`config.mk`:
```
export PLATFORM = sky130hd
export DESIGN_NAME = phys_reg_file
export DESIGN_NICKNAME = d
export VERILOG_FILES = /design/src/rtl/ooo_pkg.sv /design/src/rtl/phys_reg_file.sv
export VERILOG_INCLUDE_DIRS = /design/src /design/src/rtl
export SDC_FILE = /design/constraint.sdc
export NUM_CORES = 2
export LEC_CHECK = 0
export BUFFER_PORTS_ARGS = -buffer_cell sky130_fd_sc_hd__buf_4
export CAP_MARGIN = 10
export CORE_MARGIN = 2
export CORE_UTILIZATION = 55
export CTS_BUF_LIST = sky130_fd_sc_hd__clkbuf_4 sky130_fd_sc_hd__clkbuf_8 sky130_fd_sc_hd__clkbuf_16
export CTS_CLUSTER_DIAMETER = 100
export DETAILED_ROUTE_END_ITERATION = 10
export MAX_ROUTING_LAYER = met4
export PLACE_DENSITY = 0.77
export SLEW_MARGIN = 20
export SYNTH_ARGS = -nofsm -noshare
export SYNTH_HDL_FRONTEND = slang
export SYNTH_SLANG_ARGS = --single-unit
```
`constraint.sdc`:
```
create_clock -name clk -period 5.2 [get_ports clk]
set_clock_uncertainty 0.15 [all_clocks]
set_input_delay 0.26 -clock clk [delete_from_list [all_inputs] [get_ports clk]]
set_output_delay 0.26 -clock clk [all_outputs]
set_load 0.02 [all_outputs]
```
`src/rtl/ooo_config.svh`:
```
`ifndef OOO_CONFIG_SVH
`define OOO_CONFIG_SVH

////////////////////////////////////////////////////////////////////////////
// Core dimensions
////////////////////////////////////////////////////////////////////////////

// Data path width
`define XLEN        32

// Architectural registers x0..x31
`define ARCH_REGS   32

// Physical registers of which half start out free
`define PHYS_REGS   64

`define ROB_DEPTH   16

`endif

```
`src/rtl/ooo_pkg.sv`:
```
`include "ooo_config.svh"

package ooo_pkg;

    typedef logic [`XLEN-1:0]                word_t;
    typedef logic [$clog2(`ARCH_REGS)-1:0]   arch_reg_t;
    typedef logic [$clog2(`PHYS_REGS)-1:0]   phys_reg_t;
    typedef logic [$clog2(`ROB_DEPTH)-1:0]   rob_idx_t;

    // RV32I major opcodes handled by the core
    typedef enum logic [6:0] {
        OP     = 7'b0110011,
        OP_IMM = 7'b0010011,
        LUI    = 7'b0110111
    } opcode_e;

    typedef enum logic [3:0] {
        ADD, SUB, AND, OR, XOR, SLL, SRL, SRA, SLT, SLTU, PASS_B
    } alu_op_e;

    typedef struct packed {
        word_t     pc;
        word_t     instr;
    } fetch_t;

    typedef struct packed {
        word_t     pc;
        alu_op_e   alu_op;
        arch_reg_t rs1;
        arch_reg_t rs2;
        arch_reg_t rd;
        logic      has_imm;
        word_t     imm;
        logic      writes_rd;
    } decoded_t;

    typedef struct packed {
        alu_op_e   alu_op;
        phys_reg_t phys_rs1;
        phys_reg_t phys_rs2;
        phys_reg_t phys_rd;
        logic      has_imm;
        word_t     imm;
        logic      writes_rd;
        rob_idx_t  rob_idx;
    } renamed_t;

    // Old mapping is kept so it can be freed at retirement
    typedef struct packed {
        word_t     pc;
        arch_reg_t rd;
        logic      writes_rd;
        phys_reg_t phys_rd;
        phys_reg_t old_phys_rd;
    } rob_alloc_t;

    typedef struct packed {
        rob_idx_t  rob_idx;
        phys_reg_t phys_rd;
        logic      writes_rd;
        word_t     value;
    } complete_t;

    typedef struct packed {
        word_t     pc;
        arch_reg_t rd;
        logic      writes_rd;
        word_t     value;
    } retire_t;

endpackage

```
`src/rtl/phys_reg_file.sv`:
```
`timescale 1ns/10ps
`include "ooo_config.svh"

module phys_reg_file import ooo_pkg::*; (
    input  logic      clk,
    input  logic      rstn,
    input  phys_reg_t rs1,
    input  phys_reg_t rs2,
    output word_t     rs1_value,
    output word_t     rs2_value,
    output logic      rs1_ready,
    output logic      rs2_ready,
    input  logic      alloc_valid,
    input  phys_reg_t alloc_phys,
    input  logic      complete_valid,
    input  complete_t complete
);

    word_t                 regs [`PHYS_REGS];
    logic [`PHYS_REGS-1:0] ready;

    assign rs1_value = regs[rs1];
    assign rs2_value = regs[rs2];
    assign rs1_ready = ready[rs1];
    assign rs2_ready = ready[rs2];

    // Initial mapping is identity, so every register starts at zero
    always_ff @(posedge clk or negedge rstn) begin
        if (!rstn) begin
            ready <= '1;
            for (int i = 0; i < `PHYS_REGS; i++) begin
                regs[i] <= '0;
            end
        end else begin
            // A freshly allocated register is never the one completing
            if (alloc_valid) begin
                ready[alloc_phys] <= 1'b0;
            end
            if (complete_valid && complete.writes_rd) begin
                regs[complete.phys_rd]  <= complete.value;
                ready[complete.phys_rd] <= 1'b1;
            end
        end
    end

endmodule

```
==> impl_metrics.ini <==
[worst_setup_path]
reg2reg_depth = 3
critPathArrivalTime_ns = 3.84
timing.rr.start = ready[33]
critPathMaxFanout = 32
required_ns = 4.79
rrSetupSlack_ns = 3.74
critPathLaunchType = input pin
reg2reg_to = ready[33]
endpoint_kind = primary output
path_class = input pin to primary output

[synthesis]
yosys_warnings = 0
synthesis.nets = 7383
synth_seq_area_share = 0.474
syn_area_per_cell_sq_um = 15.3
synth_xor_area_frac = 0
synth_cells = 7318
yosys.cell_types.count = 49
synth_top_family_by_area = multiplexers
synth-seq-cells = 2112
async_flop_share = 1.00
synthAdderAreaFrac = 0
synthMuxAreaShare = 0.426
synth_compound_area_frac = 0.0369
synthSimpleGateAreaFrac = 0.0279
synth_area_sq_mm = 0.112
synthFlopType = dfrtp_1
synth_edf_count = 0

[placement]
hpwl_mm = 229
routabilityCongestion = 0.917
port_buffers = 126

[die]
start_util = 0.553
io_pins = 131
die_width_microns = 455
die_h_microns = 455
placeableCoreArea_sq_mm = 0.202
rows = 165
die_area_sq_mm = 0.207

[timing]
setup_violations = 0
fin_hold_ws_ns = 0.222
worst_pin_slew_ns = 1.28
period_needed_ns = 4.25
post-route-period-util = 0.817
maxSlewViolCount = 0
fin_tns_setup_ns = 0
slew_headroom = 0.144
fmax_mhz = 235
finalHoldViolCount = 0
rsz0062_at_grt = false

[grt]
grt.total_usage = 0.376
grt_pass1_wl_mm = 545
grt_pass1_vias = 77700
grt_overflow_total = 0
grt_max_degree = 159
antenna_found_initial = 28

[pwr]
total_power_mw = 41.3
power_frac_clock = 0.399
p_sw_mw = 10.9
peakVddDrop_mv = 0.352
seq_power_share = 0.458
switching_share = 0.264
power_density_mw_per_mm2 = 334
p_leak_nw = 55.0
p_int_mw = 30.4
power_frac_comb = 0.143

[detailed_routing]
ant_nets = 0
dr_wl_met3_mm = 45.2
met2WireLength_mm = 166
drtIter0Drc = 10800
drc_errors = 0
dr.pass1.iters = 8
wirelength_met1_mm = 135
routed_wl_mm = 375
vias_per_cell = 7.52
top_layer_used = met4
drt-wirelength-per-cell_microns = 37.1
vias = 75900

[job]
max_cap_violations = 0

[clock_tree]
cts_tree = done
ctsLongestPathBuffers = 3
path_clk_slew_ns = 0.06
root_buffer = clkbuf_16
cts_max_level = 4
clock_latency_ns = 0.87
numCtsBuffers = 216
cts_setup_buffers = 0
cts_sinks = 2112

[min_path]
min_to = ready[39]
min_path_type = input pin to flop
hp-start = alloc_phys[1]
worstHoldPathCells = 5

[layout]
drive_above_1_share = 0.550
area_delta_synth_final_pct = 10.8
nNetsFinal = 7284

[run_status]
outcome = finished clean
## synthesized netlist by cell type (4+ instances only)
master	number	area, sq um
dfstp_2	64	1680
a22oi_1	96	721
o21ai_0	135	676
buf_6	15	169
nor2b_1	45	282
a211oi_1	32	240
nand3b_1	7	52.6
and2_1	4	25.0
nor4_1	21	131
nand3_1	102	510
nand4_1	77	482
a211o_1	5	43.8
o22ai_1	185	1160
a221oi_1	8	70.1
buf_1	39	146
mux2_1	56	631
or2_2	10	62.6
a221o_1	8	80.1
nand2_2	8	50.1
or3_1	5	31.3
buf_4	99	743
mux2i_1	58	581
mux2_2	2010	22600
buf_2	330	1650
o221ai_1	88	771
clkbuf_1	331	1240
dfrtp_1	2048	51200
a21oi_1	25	125
nor2_2	12	75.1
and3_1	50	313
nand2_1	152	571
mux4_2	1052	23700
nor3_1	9	45.0
nor2_1	74	278
nand2b_1	18	113
o22a_1	21	184
## critical path: stages
cell and delay, ns:
buf_4 0.57, nand3b_1 0.96, o22ai_1 0.44, a211oi_1 0.10
nor2_1 0.79, nor3_1 0.40, buf_4 0.28
## state kept, by name, indices dropped and copies added (netlist names)
name	flops
ready	64
regs	2048
## power groups by stage
stage	clock, mW	sequential, mW	combinational, mW
6_report	16.5	18.9	5.89
5_1_grt	17.2	19.0	6.17
4_1_cts	16.5	18.8	5.83
3_5_place_dp	0	19.1	5.76
3_3_place_gp	0	19.0	5.60
2_1_floorplan	0	18.8	3.94
## worst max path at each step
stage / depth (start not counted) / from / slack [ns] / to
after CTS: 8 / rs2[1] / 1.26 / rs2_value[31]
after global routing: 8 / rs2[1] / 1.09 / rs2_value[31]
after floorplan: 8 / rs1[0] / 2.79 / rs1_value[14]
after detailed placement: 8 / rs2[1] / 1.28 / rs2_value[31]
final: 7 / rs2[3] / 0.95 / rs2_value[9]
after global placement: 8 / rs2[1] / 1.33 / rs2_value[31]
## area by class of cell
| type | instances | area [sq um] |
|---|---|---|
| inverter | 1 | 3.75 |
| sequential | 2112 | 52900 |
| antenna | 32 | 80.1 |
| clock buffer | 319 | 6530 |
| timing repair buffer | 497 | 4500 |
| multi-input combinational | 4391 | 55300 |
| fill | 14500 | 78200 |
| clock inverter | 78 | 1010 |
| tap | 2672 | 3340 |
## repair_timing
action / 4_1_cts / 5_1_grt
hold endpoints to repair: 2536 / 0
gates resized for setup: 0 / 0
hold buffers: 57 / 0
## cells by family (layout without fill, tap and decap cells)
kind of cell           Yosys count  after routing
buffers and inverters          815            895
muxes                         3176           3176
other                            0             32
AOI/OAI and AO/OA              611            611
and+or+nand+nor                604            604
DFF                           2112           2112
## routing by layer
layer  vias to the layer above  GRT usage
li1                      28500          -
met1                     40600      0.482
met4                         0      0.244
met2                      5576      0.528
met5                         -          -
met3                      1305      0.104
## stage by stage
stage | std cells | worst slack (ns) | utilization | cell area (sq um)
3_5_place_dp | 9614 | 1.28 | 0.572 | 115000
2_1_floorplan | 7318 | 2.79 | - | 112000
3_3_place_gp | 9614 | 1.33 | 0.572 | 115000
4_1_cts | 10100 | 1.26 | 0.612 | 124000
6_report | 10100 | 0.949 | 0.613 | 124000
5_1_grt | 10100 | 1.09 | 0.613 | 124000
## cells in the final DEF, fill, tap and decap left out, drive strengths merged, types with 4 or more instances in the layout
master          n
nor4           22
nand4          77
or2            10
a211o           5
buf           440
dlygate4sd3    57
o221ai         88
nand3         102
o22a           21
a221o           8
bufinv         18
diode          32
clkinv         50
nand2         160
nand2b         18
o21ai         136
nand3b          7
or3             5
a221oi          8
nor3            9
clkbuf        319
mux4         1052
dfrtp        2048
nor2           86
and3           50
mux2i          58
mux2         2066
a211oi         32
a21oi          25
and2            4
o22ai         185
dfstp          64
a22oi          96
nor2b          45
inv             8
Note: power is estimated with default switching activity, not from simulation.
