File: src/rtl/ooo_config.svh
`ifndef OOO_CONFIG_SVH
`define OOO_CONFIG_SVH

////////////////////////////////////////////////////////////////////////////
// Core dimensions
////////////////////////////////////////////////////////////////////////////

// Data path width
`define XLEN        32

// Architectural registers x0..x31
`define ARCH_REGS   32

// Physical registers of which half start out free
`define PHYS_REGS   64

`define ROB_DEPTH   16

`endif

File: src/rtl/ooo_pkg.sv
`include "ooo_config.svh"

package ooo_pkg;

    typedef logic [`XLEN-1:0]                word_t;
    typedef logic [$clog2(`ARCH_REGS)-1:0]   arch_reg_t;
    typedef logic [$clog2(`PHYS_REGS)-1:0]   phys_reg_t;
    typedef logic [$clog2(`ROB_DEPTH)-1:0]   rob_idx_t;

    // RV32I major opcodes handled by the core
    typedef enum logic [6:0] {
        OP     = 7'b0110011,
        OP_IMM = 7'b0010011,
        LUI    = 7'b0110111
    } opcode_e;

    typedef enum logic [3:0] {
        ADD, SUB, AND, OR, XOR, SLL, SRL, SRA, SLT, SLTU, PASS_B
    } alu_op_e;

    typedef struct packed {
        word_t     pc;
        word_t     instr;
    } fetch_t;

    typedef struct packed {
        word_t     pc;
        alu_op_e   alu_op;
        arch_reg_t rs1;
        arch_reg_t rs2;
        arch_reg_t rd;
        logic      has_imm;
        word_t     imm;
        logic      writes_rd;
    } decoded_t;

    typedef struct packed {
        alu_op_e   alu_op;
        phys_reg_t phys_rs1;
        phys_reg_t phys_rs2;
        phys_reg_t phys_rd;
        logic      has_imm;
        word_t     imm;
        logic      writes_rd;
        rob_idx_t  rob_idx;
    } renamed_t;

    // Old mapping is kept so it can be freed at retirement
    typedef struct packed {
        word_t     pc;
        arch_reg_t rd;
        logic      writes_rd;
        phys_reg_t phys_rd;
        phys_reg_t old_phys_rd;
    } rob_alloc_t;

    typedef struct packed {
        rob_idx_t  rob_idx;
        phys_reg_t phys_rd;
        logic      writes_rd;
        word_t     value;
    } complete_t;

    typedef struct packed {
        word_t     pc;
        arch_reg_t rd;
        logic      writes_rd;
        word_t     value;
    } retire_t;

endpackage

File: src/rtl/rename_unit.sv
`timescale 1ns/10ps
`include "ooo_config.svh"

module rename_unit import ooo_pkg::*; (
    input  logic       clk,
    input  logic       rstn,
    input  logic       in_valid,
    output logic       in_ready,
    input  decoded_t   in,
    output logic       out_valid,
    input  logic       out_ready,
    output renamed_t   out,
    output logic       rob_valid,
    input  logic       rob_ready,
    output rob_alloc_t rob_alloc,
    input  rob_idx_t   rob_tail,
    output logic       alloc_valid,
    output phys_reg_t  alloc_phys,
    input  logic       free_valid,
    input  phys_reg_t  free_phys
);

    localparam int FREE_DEPTH = `PHYS_REGS - `ARCH_REGS;

    phys_reg_t rename_table [`ARCH_REGS];
    phys_reg_t free_q [FREE_DEPTH];
    logic [$clog2(FREE_DEPTH)-1:0] free_head;
    logic [$clog2(FREE_DEPTH)-1:0] free_tail;
    logic [$clog2(FREE_DEPTH):0]   free_count;

    logic       valid_q;
    logic       fire;
    logic       accept;
    renamed_t   ren_d;
    renamed_t   ren_q;
    rob_alloc_t alloc_d;

    // Hand-off needs issue and ROB in the same cycle
    assign fire      = valid_q && out_ready && rob_ready;
    assign out_valid = valid_q && rob_ready;
    assign rob_valid = valid_q && out_ready;

    assign in_ready    = (!valid_q || fire) && (!in.writes_rd || free_count != '0);
    assign accept      = in_valid && in_ready;
    assign alloc_valid = accept && in.writes_rd;
    assign alloc_phys  = free_q[free_head];

    always_comb begin
        ren_d.alu_op      = in.alu_op;
        ren_d.phys_rs1    = rename_table[in.rs1];
        ren_d.phys_rs2    = rename_table[in.rs2];
        ren_d.phys_rd     = in.writes_rd ? alloc_phys : '0;
        ren_d.has_imm     = in.has_imm;
        ren_d.imm         = in.imm;
        ren_d.writes_rd   = in.writes_rd;
        ren_d.rob_idx     = '0;
        alloc_d.pc          = in.pc;
        alloc_d.rd          = in.rd;
        alloc_d.writes_rd   = in.writes_rd;
        alloc_d.phys_rd     = ren_d.phys_rd;
        alloc_d.old_phys_rd = in.writes_rd ? rename_table[in.rd] : '0;
    end

    // ROB slot is the tail at the moment of hand-off
    always_comb begin
        out         = ren_q;
        out.rob_idx = rob_tail;
    end

    always_ff @(posedge clk or negedge rstn) begin
        if (!rstn) begin
            valid_q    <= 1'b0;
            free_head  <= '0;
            free_tail  <= '0;
            free_count <= FREE_DEPTH[$clog2(FREE_DEPTH):0];
            for (int i = 0; i < `ARCH_REGS; i++) begin
                rename_table[i] <= phys_reg_t'(i);
            end
            for (int i = 0; i < FREE_DEPTH; i++) begin
                free_q[i] <= phys_reg_t'(`ARCH_REGS + i);
            end
        end else begin
            if (accept) begin
                valid_q <= 1'b1;
            end else if (fire) begin
                valid_q <= 1'b0;
            end
            if (alloc_valid) begin
                rename_table[in.rd] <= alloc_phys;
                free_head           <= free_head + 1'b1;
            end
            if (free_valid) begin
                free_q[free_tail] <= free_phys;
                free_tail         <= free_tail + 1'b1;
            end
            free_count <= free_count + free_valid - alloc_valid;
        end
    end

    always_ff @(posedge clk) begin
        if (accept) begin
            ren_q     <= ren_d;
            rob_alloc <= alloc_d;
        end
    end

endmodule

File: config.mk
export PLATFORM = sky130hd
export DESIGN_NAME = rename_unit
export DESIGN_NICKNAME = d
export VERILOG_FILES = /design/src/rtl/ooo_pkg.sv /design/src/rtl/rename_unit.sv
export VERILOG_INCLUDE_DIRS = /design/src /design/src/rtl
export SDC_FILE = /design/constraint.sdc
export NUM_CORES = 1
export LEC_CHECK = 0
export ABC_AREA = 1
export BUFFER_PORTS_ARGS = -buffer_cell sky130_fd_sc_hd__buf_4
export CORE_ASPECT_RATIO = 1.75
export CORE_UTILIZATION = 50
export DETAILED_ROUTE_END_ITERATION = 16
export PLACE_DENSITY = 0.75
export SYNTH_ARGS = -nofsm -noshare
export SYNTH_HDL_FRONTEND = slang
export SYNTH_SLANG_ARGS = --single-unit
export TNS_END_PERCENT = 20
File: constraint.sdc
create_clock -name clk -period 11.4 [get_ports clk]
set_input_delay 1.14 -clock clk [delete_from_list [all_inputs] [get_ports clk]]
set_output_delay 1.14 -clock clk [all_outputs]
set_load 0.01 [all_outputs]
==> results.sh <==
export IMPL_period_share_pct=48.7
export IMPL_grt_pass1_vias=24862
export IMPL_clk_pin_slew_ns=0.07
export IMPL_filler_cell_count=5003
export IMPL_drc=0
export IMPL_cts_resized=0
export IMPL_ant_nets=0
export IMPL_critPathLaunchType="register"
export IMPL_yosysMostFrequentCell="nand2_1"
export IMPL_routed_wl_um=98100
export IMPL_critical_path_class="register to primary output"
export IMPL_cp_common_cell="nand2_1"
export IMPL_grt_max_degree=124
export IMPL_wl_per_cell_um=22.2
export IMPL_max_freq_mhz=180
export IMPL_synth_edf_count=99
export IMPL_cts_tree="yes"
export IMPL_tns_ns=0
export IMPL_endpoint="alloc_phys[4]"
export IMPL_hpwl_um=63100
export IMPL_p_leak_nw=14.2
export IMPL_synthCells=3654
export IMPL_cts_buffer_depth=3
export IMPL_path_cells="buf_4 -> inv_4 -> nand2_1 -> nand3_1 -> nand3_1 -> nand2_1 -> nor2_1 -> nand2_2 -> nand2_1 -> inv_1 -> buf_4"
export IMPL_path_max_fanout=91
export IMPL_vias=26273
export IMPL_r2r_start="free_head[0]"
export IMPL_synth_seq_area_share_pct=48.6
export IMPL_ff_latch_area_um2=13300
export IMPL_gp_congestion=1.06
export IMPL_vias_per_cell=5.93
export IMPL_async_flop_share_pct=80.2
export IMPL_finalSetupViolations=0
export IMPL_slowest_stage="buf_4"
export IMPL_finalHoldViolCount=0
export IMPL_cts_hold_buf=0
export IMPL_synth_area_leaders="nand2_1, dfrtp_1, dfstp_2"
export IMPL_yosys_area_top_type_share_pct=22.4
export IMPL_floorplan_rows=112
export IMPL_r2r_cells=10
export IMPL_gr_usage_all_layers_pct=35.7
export IMPL_synth_common_cells="nand2_1, nand3_1, o21ai_0, dfrtp_1, dfstp_2"
export IMPL_first_iter_violations=3590
export IMPL_syn_num_nets=3769
export IMPL_pwr_density_cell_nw_per_um2=232
export IMPL_yosys_warnings=0
export IMPL_ios=221
export IMPL_cp_required_ns=10.26
export IMPL_htree_levels=2
export IMPL_cts_sinks=500
export IMPL_skew_ns=0.0288
export IMPL_grt_setup_unrepaired="false"
export IMPL_worstMarginPinSlew_ns=1.19
export IMPL_dieArea_um2=55500
export IMPL_dr_pass1_iters=7
export IMPL_drv_cap=0
export IMPL_maxSlewViolCount=0
export IMPL_grt_pass1_wl_um=148000
export IMPL_cp_startpoint="free_head[0]"
export IMPL_r2r_slack_ns=7.48
export IMPL_min_period_ns=5.55
export IMPL_finish_net_count=3820
export IMPL_cp_arrival_ns=4.41
export IMPL_hold_class="register to register"
export IMPL_cts_root_buffer="clkbuf_16"
export IMPL_syn_cell_area_um2=27200
export IMPL_ir_worst_vdd_mv=0.162
export IMPL_utilization_pct=57.0
export IMPL_die_h_um=311
export IMPL_io_buffers=212
export IMPL_overflow=0
export IMPL_core_um2=53500
export IMPL_cts_buffers_inserted=48
export IMPL_r2r_end="out[42]"
export IMPL_area_delta_synth_final_pct=12.1
export IMPL_status="completed"
export IMPL_die_width_um=178
export IMPL_cpPeakStageDelay_ns=0.68
export IMPL_end_kind="primary output"
export IMPL_ys_flop_type="dfrtp_1"
export IMPL_drive_gt1_share_pct=16.3
export IMPL_antenna_found_initial=1
export IMPL_post_cts_buffers=0
export IMPL_clk_latency_ns=0.64
export IMPL_synth_area_per_cell_um2=7.46
export IMPL_start_util_pct=50.9
export IMPL_multiInputGateArea_um2=12000
export IMPL_ys_types=34
export IMPL_synth_seq_cells=500
export IMPL_slew_headroom_pct=20.4
export IMPL_yosys_area_top_type="nand2_1"
-- final cells by class --
class                           instances  share of cell area (%)
Inverter                              197                    2.44
Tap cell                              684                    2.80
Timing Repair Buffer                  242                    5.98
Sequential cell                       500                    43.4
Clock buffer                           58                    4.25
Multi-Input combinational cell       2716                    39.5
Clock inverter                         32                    1.64
Antenna cell                            1                 0.00820
-- kinds of logic (layout without fill, tap and decap cells) --
logic type      Yosys count  after routing  share of synthesized area (%)
other cells               0              1                              0
buf+inv                 438            529                           7.18
fa+ha+maj                14             14                          0.671
compound gates          320            320                           5.98
flops                   500            500                           48.6
simple gates           2371           2371                           37.2
xor+xnor                 11             11                          0.354
-- worst min-delay path by stage --
stage	cells past startpoint	start	endpoint	slack, ns
6_report	2	rename_table[191]	rename_table[191]	0.48
5_1_grt	2	rename_table[120]	rename_table[120]	0.50
4_1_cts	2	rename_table[111]	rename_table[111]	0.49
3_5_place_dp	2	rename_table[131]	rename_table[131]	0.47
3_3_place_gp	2	rename_table[191]	rename_table[191]	0.46
2_1_floorplan	2	free_q[181]	free_q[181]	0.45
-- sequential cells by signal, summed over array words and instances, names as in the netlist --
name          flops
valid_q           1
rename_table    192
free_count        6
out              55
free_head         5
free_tail         5
free_q          192
rob_alloc        44
-- per-layer routing --
metal,up-vias,GRT usage [%],part of all wire (%)
li1,11853,-,-
met1,12160,39.2,33
met2,1715,56.6,47
met3,545,8.32,10
met4,0,32.0,11
met5,-,0,0
-- power by group --
part / internal, mW / leakage, nW / total (mW) / switching, mW
registers: 2.45 / 5.71 / 2.82 / 0.371
clock network: 1.07 / 0.865 / 1.83 / 0.759
logic: 0.691 / 7.64 / 2.42 / 1.73
total: 4.22 / 14.2 / 7.08 / 2.86
-- placed cells by master (no fill, tap or decap), types with 6 or more instances in the layout --
cell type and instances:
xor2_1 10, nand2_1 1627, nor2_1 71, bufinv_16 11
nor3_4 28, inv_1 156, edfxtp_1 99, dfrtp_1 207
clkbuf_8 6, inv_2 37, a21oi_1 65, clkbuf_16 48
nand4_1 8, nand3_1 607, ha_1 13, dfstp_2 193
o21ai_0 239, clkinv_2 6, nand2_2 14, o21a_1 10
clkinv_1 8, buf_4 241
-- through the flow --
step                worst slack, ns  hold slack, ns  cells  power, mW  area [um^2]
finish                         5.85           0.480   4430       7.08        30500
global route                   5.67           0.497   4429       7.44        30500
CTS                            5.87           0.485   4429       7.01        30500
detailed placement             6.56           0.466   4339       5.17        28700
global placement               6.60           0.464   4339       5.12        28700
floorplan                      2.63           0.448   3654       4.46        27200
-- worst max-delay path: cells and delay by family, from the launching register on --
family / cells / cell delay [ns]
buffers and inverters: 4 / 1.41
DFF: 1 / 0.59
and+or+nand+nor: 7 / 1.76
(Power assumes the default switching activity.)
