$ cat config.mk
export PLATFORM = sky130hd
export DESIGN_NAME = rv_decoder
export DESIGN_NICKNAME = d
export VERILOG_FILES = /design/src/rtl/ooo_pkg.sv /design/src/rtl/rv_decoder.sv
export VERILOG_INCLUDE_DIRS = /design/src /design/src/rtl
export SDC_FILE = /design/constraint.sdc
export NUM_CORES = 1
export LEC_CHECK = 0
export BUFFER_PORTS_ARGS = -buffer_cell sky130_fd_sc_hd__buf_2
export CORE_MARGIN = 3
export CORE_UTILIZATION = 30
export CTS_BUF_LIST = sky130_fd_sc_hd__clkbuf_4 sky130_fd_sc_hd__clkbuf_8
export CTS_CLUSTER_DIAMETER = 150
export DETAILED_ROUTE_END_ITERATION = 8
export SYNTH_ARGS = -nofsm -noshare
export SYNTH_HDL_FRONTEND = slang
export SYNTH_SLANG_ARGS = --single-unit
export TNS_END_PERCENT = 50
$ cat constraint.sdc
create_clock -name clk -period 3.54 [get_ports clk]
set_input_delay 0.177 -clock clk [delete_from_list [all_inputs] [get_ports clk]]
set_output_delay 0.177 -clock clk [all_outputs]
set_load 0.05 [all_outputs]
$ cat src/rtl/ooo_config.svh
`ifndef OOO_CONFIG_SVH
`define OOO_CONFIG_SVH

////////////////////////////////////////////////////////////////////////////
// Core dimensions
////////////////////////////////////////////////////////////////////////////

// Data path width
`define XLEN        32

// Architectural registers x0..x31
`define ARCH_REGS   32

// Physical registers of which half start out free
`define PHYS_REGS   64

`define ROB_DEPTH   16

`endif

$ cat src/rtl/ooo_pkg.sv
`include "ooo_config.svh"

package ooo_pkg;

    typedef logic [`XLEN-1:0]                word_t;
    typedef logic [$clog2(`ARCH_REGS)-1:0]   arch_reg_t;
    typedef logic [$clog2(`PHYS_REGS)-1:0]   phys_reg_t;
    typedef logic [$clog2(`ROB_DEPTH)-1:0]   rob_idx_t;

    // RV32I major opcodes handled by the core
    typedef enum logic [6:0] {
        OP     = 7'b0110011,
        OP_IMM = 7'b0010011,
        LUI    = 7'b0110111
    } opcode_e;

    typedef enum logic [3:0] {
        ADD, SUB, AND, OR, XOR, SLL, SRL, SRA, SLT, SLTU, PASS_B
    } alu_op_e;

    typedef struct packed {
        word_t     pc;
        word_t     instr;
    } fetch_t;

    typedef struct packed {
        word_t     pc;
        alu_op_e   alu_op;
        arch_reg_t rs1;
        arch_reg_t rs2;
        arch_reg_t rd;
        logic      has_imm;
        word_t     imm;
        logic      writes_rd;
    } decoded_t;

    typedef struct packed {
        alu_op_e   alu_op;
        phys_reg_t phys_rs1;
        phys_reg_t phys_rs2;
        phys_reg_t phys_rd;
        logic      has_imm;
        word_t     imm;
        logic      writes_rd;
        rob_idx_t  rob_idx;
    } renamed_t;

    // Old mapping is kept so it can be freed at retirement
    typedef struct packed {
        word_t     pc;
        arch_reg_t rd;
        logic      writes_rd;
        phys_reg_t phys_rd;
        phys_reg_t old_phys_rd;
    } rob_alloc_t;

    typedef struct packed {
        rob_idx_t  rob_idx;
        phys_reg_t phys_rd;
        logic      writes_rd;
        word_t     value;
    } complete_t;

    typedef struct packed {
        word_t     pc;
        arch_reg_t rd;
        logic      writes_rd;
        word_t     value;
    } retire_t;

endpackage

$ cat src/rtl/rv_decoder.sv
`timescale 1ns/10ps

module rv_decoder import ooo_pkg::*; (
    input  logic     clk,
    input  logic     rstn,
    input  logic     in_valid,
    output logic     in_ready,
    input  fetch_t   in,
    output logic     out_valid,
    input  logic     out_ready,
    output decoded_t out
);

    opcode_e    opcode;
    logic [2:0] funct3;
    logic       alt;
    decoded_t   dec;

    assign opcode = opcode_e'(in.instr[6:0]);
    assign funct3 = in.instr[14:12];
    // Bit 30 picks SUB over ADD and SRA over SRL
    assign alt    = in.instr[30];

    always_comb begin
        dec.pc        = in.pc;
        dec.alu_op    = ADD;
        dec.rs1       = in.instr[19:15];
        dec.rs2       = in.instr[24:20];
        dec.rd        = in.instr[11:7];
        dec.has_imm   = 1'b0;
        dec.imm       = {{20{in.instr[31]}}, in.instr[31:20]};
        dec.writes_rd = 1'b0;
        case (opcode)
            OP, OP_IMM: begin
                dec.has_imm   = (opcode == OP_IMM);
                dec.writes_rd = (dec.rd != '0);
                case (funct3)
                    3'b000: dec.alu_op = (opcode == OP && alt) ? SUB : ADD;
                    3'b001: dec.alu_op = SLL;
                    3'b010: dec.alu_op = SLT;
                    3'b011: dec.alu_op = SLTU;
                    3'b100: dec.alu_op = XOR;
                    3'b101: dec.alu_op = alt ? SRA : SRL;
                    3'b110: dec.alu_op = OR;
                    default: dec.alu_op = AND;
                endcase
            end
            LUI: begin
                dec.alu_op    = PASS_B;
                dec.has_imm   = 1'b1;
                dec.imm       = {in.instr[31:12], 12'b0};
                dec.rs1       = '0;
                dec.writes_rd = (dec.rd != '0);
            end
            default: begin
                // Unknown opcode reads x0 only and never writes
                dec.has_imm = 1'b1;
                dec.rs1     = '0;
                dec.rs2     = '0;
            end
        endcase
    end

    assign in_ready = !out_valid || out_ready;

    always_ff @(posedge clk or negedge rstn) begin
        if (!rstn) begin
            out_valid <= 1'b0;
        end else if (in_ready) begin
            out_valid <= in_valid;
        end
    end

    always_ff @(posedge clk) begin
        if (in_valid && in_ready) begin
            out <= dec;
        end
    end

endmodule

==> impl_metrics.toml, run 1 <==
[grt]
met2_usage_pct = 21.7
grtUsageMet3_pct = 3.79
grt_pass1_vias = 2093
grt_pass1_wl_um = 10500
track_usage_pct = 12.1
grt_util_met1_pct = 13.8
antenna_found_initial = 0
overflow = 0
grt_max_degree = 86
grt_most_used_layer = "met2"

[drt]
vias = 2083
wl_per_cell_um = 14.6
first_iter_violations = 80
antenna_left = 0
drt-pass1-iter-count = 4
remaining_drc_errors = 0
routed_wl_um = 7170
viasPerCell = 4.23

[place]
io_buffers = 154
pre_cts_ws_ns = 1.47
place_congestion = 0.696
hpwl_um = 4820
place_area_sq_um = 3970
placed_cells = 442

[critical_path]
crit_family = "simple AND/OR/NAND/NOR gates"
worst_path_max_delay_cell = "and2_4"
reg2reg_from = "out_valid"
cp_data_arrival_time_ns = 1.77
worstReg2RegEnd = "out[16]"
reg2reg_slack_ns = 1.73
required_ns = 3.50
slowest_delay_ns = 0.87
cp-start-kind = "register"
rr_worst_depth = 2
critPathKind = "register to register"
end_kind = "register"
path_max_fanout = 85
crit_buf_inv = 0
crit_chain = "nand2b_1, and2_4"

[logic_synthesis]
ys.warnings.count = 0
synth.distinct_cells = 24
synth_compound_area_share_pct = 6.44
synth_mux_area_share_pct = 0.367
ys_async_sr_fraction_pct = 1.16
synthAdderAreaFrac_pct = 0
avgSynthCellArea_sq_um = 19.2
synth_seq_area_share_pct = 84.0
syn-num-nets = 228
synth-xor-area-share_pct = 0
synth_top_area_share_pct = 83.2
syn_inst = 160
synth_simple_gate_area_share_pct = 7.83
syn_area_sq_um = 3070
synth-edff-count = 85
synth_top_family_by_area = "simple AND/OR/NAND/NOR gates"
yosysTopAreaCell = "edfxtp_1"
synth_area_leaders = "edfxtp_1 83%, a21o_1 4.6%, nor2b_1 2.7%"
ys_ff_latch = 86
synth_flop_cell = "edfxtp_1"

[layout]
regArea_sq_um = 2580
syn_to_final_growth_pct = 47.1
final_util_pct = 45.8
fin_area_sq_um = 4510
final_common_cell = "buf_2"
final_cell_mix = "154 x buf_2, 85 x edfxtp_1, 34 x dlygate4sd3_1, 19 x a21o_1, 13 x nor2b_1"
multiInputGateArea_sq_um = 454
final_cells = 492
diodes = 0
drive_gt1_share_pct = 48.5
fin_nets = 422
n_fill_cell = 901

[floorplan]
std_cell_rows = 36
io_pins = 155
die_x_um = 107
die_area_sq_um = 11500
die_h_um = 107
start_util_pct = 31.1
core_sq_um = 9860

[clock_tree]
clk_latency_ns = 0.33
clockRootBuffer = "clkbuf_8"
clk_pin_slew_ns = 0.08
htreeDepth = 3
cts_buffer_depth = 2
cts_made_buffers = 9
cts_setup_buffers = 0
cts_sinks = 86
cts_tree = "built"

[timing]
finalSetupTns_ns = 0
slew_viol_final = 0
hold_viol_final = 0
fin_crit_sh_pct = 51.1
fin_skew_ns = 0.00675
relSlewSlack_pct = 23.2
fin_crit_ns = 1.81
fin_ws_ns = 1.73
fmax_ghz = 0.553
worst_slew_pin_slew_ns = 1.15
rsz0062_at_grt = "false"
holdWs_ns = 0.0289
setup_viol = 0

[pwr]
irDropWorstVdd_uv = 182
power_leakage_nw = 1.94
power_mw = 2.25
power_density_nw_per_um2 = 499

[worst_hold_path]
hold_depth = 1
hold_path.class = "input port to register"
worst_hold_path.endpoint = "out[82]"
hp-start = "in[61]"

[flow_run]
maxCapViolCount = 0

[status]
outcome = "complete, no violations"
cell families after synthesis:
family	Yosys count
AO/OA/AOI/OAI	27
AND/OR/NAND/NOR	40
multiplexers	1
buffers and inverters	6
flip-flops	86
power breakdown:
part           internal, mW  switching, mW  total (mW)
registers              1.18         0.0122        1.19
logic                 0.100          0.262       0.362
clock network         0.339          0.356       0.695
Yosys cell counts, drive strengths merged, types with 2 or more instances:
cell,count
edfxtp,85
a21o,19
nor2b,13
and2,11
buf,5
nand2,5
nor2,3
a21oi,2
nand2b,2
o21a,2
final cells by class:
type	count	area share [%]
Sequential cell	86	57.1
Timing Repair Buffer	188	24.6
Multi-Input combinational cell	68	10.1
Tap cell	133	3.69
Clock buffer	10	2.91
Clock inverter	6	1.55
Inverter	1	0.0831
routing by layer:
| layer | up-vias | wire length [um] |
|---|---|---|
| met5 | - | 0 |
| met4 | 0 | 64 |
| met3 | 8 | 556 |
| met2 | 87 | 3700 |
| met1 | 994 | 2850 |
| li1 | 994 | - |
sequential cells by signal, summed over array words and instances (netlist names):
name       cells
out_valid      1
out           85
worst reg2reg max path: stages, from the launching register on:
cell and delay (ns):
dfrtp_1 0.39, nand2b_1 0.11, and2_4 0.87
repair_timing:
action	CTS	global route
hold buffers	31	3
hold endpoints to repair	31	3
resized for setup	0	0
worst max path at each step:
stage	cells after the start	startpoint	to	slack, ns
CTS	2	out_valid	out[20]	1.72
global route	2	out_valid	out[16]	1.60
floorplan	2	out_valid	out[0]	0.88
finish	2	out_valid	out[16]	1.73
global placement	4	in[6]	out[10]	1.54
detailed placement	4	in[6]	out[10]	1.47
Note: power is estimated with default switching activity, not from simulation.
==> inputs of run 2 (changes only) <==
==> constraint.sdc (replaced) <==
create_clock -name clk -period 1.9 [get_ports clk]
set_input_delay 0.095 -clock clk [delete_from_list [all_inputs] [get_ports clk]]
set_output_delay 0.095 -clock clk [all_outputs]
set_load 0.05 [all_outputs]
==> run 2 against run 1 <==
First-iteration DRC count up 25%. Sequential power rose by 87%. Clock-buffer cell count rose by 1. Largest cell class unchanged. Flip-flop and latch count unchanged.
==> impl_metrics.toml, run 2 (same netlist as run 1, synthesis figures left out) <==
[clock_tree]
cts_buffer_depth = 2
cts_made_buffers = 9
clk_latency_ns = 0.34
clockRootBuffer = "clkbuf_8"
htreeDepth = 3
clk_pin_slew_ns = 0.08
cts_sinks = 86
cts_resized = 0
cts_tree = "built"

[flow_run]
maxCapViolCount = 0

[grt]
grt_pass1_vias = 2160
track_usage_pct = 12.5
grt_max_degree = 48
overflow = 0
grt_pass1_wl_um = 10900
antenna_found_initial = 1

[drt]
wl_per_cell_um = 14.5
antenna_left = 0
viasPerCell = 4.23
routed_wl_um = 7300
drt-pass1-iter-count = 4
vias = 2122
first_iter_violations = 100
remaining_drc_errors = 0

[layout]
fin_nets = 432
regMostFlops = "out"
syn_to_final_growth_pct = 52.4
diodes = 0
final_cell_mix = "154 x buf_2, 85 x edfxtp_1, 41 x dlygate4sd3_1, 19 x a21o_1, 13 x nor2b_1"
drive_gt1_share_pct = 48.0
multiInputGateArea_sq_um = 462
largest_reg_flops = 85
regArea_sq_um = 2580
n_fill_cell = 869
final_common_cell = "buf_2"
largest_registers = "out (85), out_valid (1)"

[floorplan]
die_h_um = 107
std_cell_rows = 36
start_util_pct = 31.1
io_pins = 155
die_area_sq_um = 11500
die_x_um = 107
core_sq_um = 9860

[timing]
hold_viol_final = 0
fin_skew_ns = 0.0103
fin_ws_ns = 0.538
relSlewSlack_pct = 46.9
worst_slew_pin_slew_ns = 0.796
rsz0062_at_grt = "false"
finalSetupTns_ns = 0
fmax_ghz = 0.734
holdWs_ns = 0.0363
fin_crit_sh_pct = 71.7
slew_viol_final = 0
setup_viol = 0
fin_crit_ns = 1.36

[critical_path]
end_kind = "register"
cp_data_arrival_time_ns = 1.45
path_max_fanout = 2
cp-start-kind = "input port"
required_ns = 1.99
critPathKind = "input port to register"

[place]
place_congestion = 0.698
pre_cts_ws_ns = 0.248
hpwl_um = 4980
io_buffers = 154

[pwr]
irDropWorstVdd_uv = 315
power_leakage_nw = 2.02
power_density_nw_per_um2 = 947

[worst_hold_path]
hold_path.class = "input port to register"

[status]
outcome = "complete, no violations"
[run 2: changes by cell type in the layout (fill, tap and decap cells not counted), moves of 2 or more]
cell | previous run | this run
dlygate4sd3_1 | 34 | 41
inv_6 | 2 | 0
clkinvlp_4 | 3 | 0
clkinv_1 | 0 | 2
bufinv_16 | 1 | 3
buf_12 | 0 | 2
[run 2: path summary, 6_finish.rpt]
check,start,to,slack [ns],cells past startpoint
min reg2reg,out_valid,out[28],0.78,2
min,in[16],out[17],0.04,2
max,in[7],out[0],0.54,4
max reg2reg,out_valid,out[84],0.61,3
min in group asynchronous,rstn,out_valid,0.05,2
max in group asynchronous,rstn,out_valid,1.75,2
[run 2: worst max-delay path, stage by stage]
cell and delay (ns):
dlygate4sd3_1 0.53, buf_2 0.13, or4_1 0.52, o21a_1 0.18
[run 2: area by class of cell]
type	instances	share of cell area (%)
clock inverters	5	2.09
inverters	1	0.0803
multi-input cells	68	9.87
well taps	133	3.56
repair buffers	198	26.3
flip-flops and latches	86	55.2
clock buffers	11	2.97
[run 2: layer usage]
metal	up-vias	GRT usage (%)	part of all wire, %
li1	1015	-	-
met1	1005	14.8	39
met2	90	21.7	52
met3	10	3.43	7.4
met4	2	4.38	1.4
met5	-	0	0.18
[run 2: stage by stage]
stage | util (%) | instances | area [sq um] | power (mW)
floorplan | - | 160 | 3080 | 2.70
global placement | 40.8 | 445 | 4030 | 2.90
detailed placement | 40.8 | 445 | 4030 | 2.91
CTS | 47.4 | 502 | 4680 | 4.48
global route | 47.4 | 502 | 4680 | 4.60
finish | 47.4 | 502 | 4680 | 4.43
[run 2: power by group]
part / leakage [nW] / internal [mW] / switching [mW]
combinational: 1.08 / 0.209 / 0.492
sequential: 0.826 / 2.20 / 0.0246
clock: 0.119 / 0.895 / 0.605
[run 2: what timing repair did]
item,4_1_cts,5_1_grt
buffers inserted,0,0
hold endpoints to repair,40,0
endpoints found under the setup margin,0,0
hold buffers,41,0
==> inputs of run 3 (changes only) <==
==> constraint.sdc (replaced) <==
create_clock -name clk -period 1.3 [get_ports clk]
set_input_delay 0.065 -clock clk [delete_from_list [all_inputs] [get_ports clk]]
set_output_delay 0.065 -clock clk [all_outputs]
set_load 0.05 [all_outputs]
==> run 3 against run 2 <==
Sequential share of layout area down 1.5 points. Largest cell class unchanged. Critical endpoint unchanged. Worst hold slack worse by 0.0084 ns. Combinational power up 51%. Largest power group unchanged. Global-route usage up 0.31 points.
==> impl_metrics.toml, run 3 (same netlist as run 1, synthesis figures left out) <==
[critical_path]
worstReg2RegEnd = "out[64]"
required_ns = 1.40
cp-start-kind = "input port"
rr_worst_depth = 3
reg2reg_slack_ns = 0.07
cp_data_arrival_time_ns = 1.38
critPathKind = "input port to register"
end_kind = "register"
reg2reg_from = "out_valid"
path_max_fanout = 2

[worst_hold_path]
hold_path.class = "input port to register"
hp-start = "in[30]"
hold_depth = 2
worst_hold_path.endpoint = "out[31]"

[drt]
wl_per_cell_um = 14.0
vias = 2176
antenna_left = 0
drt-pass1-iter-count = 4
remaining_drc_errors = 0
viasPerCell = 4.21
routed_wl_um = 7230
first_iter_violations = 52

[grt]
grt_most_used_layer = "met2"
grt_max_degree = 40
overflow = 0
antenna_found_initial = 0
grt_pass1_vias = 2237
grt_pass1_wl_um = 11200
met2_usage_pct = 22.2
grtUsageMet3_pct = 4.03
track_usage_pct = 12.8
grt_util_met1_pct = 14.0

[timing]
fin_ws_ns = 0.0233
worst_slew_pin_slew_ns = 0.310
fin_crit_sh_pct = 98.2
slew_viol_final = 0
fin_crit_ns = 1.28
rsz0062_at_grt = "false"
relSlewSlack_pct = 79.3
fmax_ghz = 0.783
fin_skew_ns = 0.00735
hold_viol_final = 0
setup_viol = 0
finalSetupTns_ns = 0

[pwr]
clkPwrFrac_pct = 30.0
p_int_mw = 4.53
power_mw = 6.16
irDropWorstVdd_uv = 423
power_leakage_nw = 2.07
power_density_nw_per_um2 = 1280
sequentialPowerShare_pct = 52.7
switchingPower_mw = 1.63
swShare_pct = 26.5
combPwrFrac_pct = 17.2

[clock_tree]
htreeDepth = 3
cts_sinks = 86
cts_buffer_depth = 2
cts_made_buffers = 9
cts_setup_buffers = 0
cts_tree = "built"
clk_pin_slew_ns = 0.08
clk_latency_ns = 0.34
clockRootBuffer = "clkbuf_8"

[floorplan]
io_pins = 155
std_cell_rows = 36
die_h_um = 107
start_util_pct = 31.1
core_sq_um = 9860
die_area_sq_um = 11500
die_x_um = 107

[layout]
final_util_pct = 48.7
final_cell_mix = "154 x buf_2, 85 x edfxtp_1, 53 x dlygate4sd3_1, 19 x a21o_1, 13 x nor2b_1"
final_common_cell = "buf_2"
regMostFlops = "out"
diodes = 0
drive_gt1_share_pct = 47.4
syn_to_final_growth_pct = 56.6
largest_registers = "out (85), out_valid (1)"
fin_nets = 447
largest_reg_flops = 85
final_cells = 517

[place]
hpwl_um = 5010
io_buffers = 154
place_congestion = 0.758
pre_cts_ws_ns = -0.0619
placed_cells = 448

[flow_run]
maxCapViolCount = 0

[status]
outcome = "complete, no violations"
-- run 3: worst max-delay path: stages --
cell and delay (ns):
dlygate4sd3_1 0.53, buf_2 0.12, or4_1 0.48, o21a_1 0.18
-- run 3: how the worst max path moves through the flow --
stage / from / endpoint / slack, ns / cells past startpoint
5_1_grt: out_valid / out[70] / 0.03 / 3
6_report: in[9] / out[0] / 0.02 / 4
3_3_place_gp: in[6] / out[5] / -0.04 / 6
4_1_cts: in[9] / out[0] / 0.04 / 4
3_5_place_dp: in[6] / out[3] / -0.06 / 6
2_1_floorplan: out_valid / out[0] / -0.53 / 2
-- run 3: layout make-up --
type	instances	area (sq um)
Sequential cell	86	2580
Clock inverter	3	45.0
Inverter	1	3.75
Clock buffer	13	154
Tap cell	133	166
Fill cell	877	5060
Multi-Input combinational cell	68	462
Timing Repair Buffer	213	1400
-- run 3: metrics by stage --
stage	hold WS (ns)	cell area, sq um
after floorplan	-0.231	3080
after global placement	-0.160	4080
after detailed placement	-0.159	4080
after CTS	0.00163	4810
after global routing	0.0115	4810
final	0.0279	4810
-- run 3: routing by layer --
layer	routed length, um	vias up
li1	-	1048
met1	2680	1027
met2	3770	90
met3	623	11
met4	146	0
met5	0	-
-- run 3: power by group through the flow --
stage / Sequential, mW / Clock [mW] / Combinational [mW]
5_1_grt: 3.26 / 2.03 / 1.12
4_1_cts: 3.25 / 1.93 / 1.08
6_report: 3.25 / 1.85 / 1.06
3_3_place_gp: 3.31 / 0 / 0.938
3_5_place_dp: 3.32 / 0 / 0.950
2_1_floorplan: 3.82 / 0 / 0.134
-- run 3: what timing repair did --
item / CTS / global route
endpoints found under the hold margin: 55 / 0
hold buffers: 53 / 0
gates resized for setup: 0 / 0
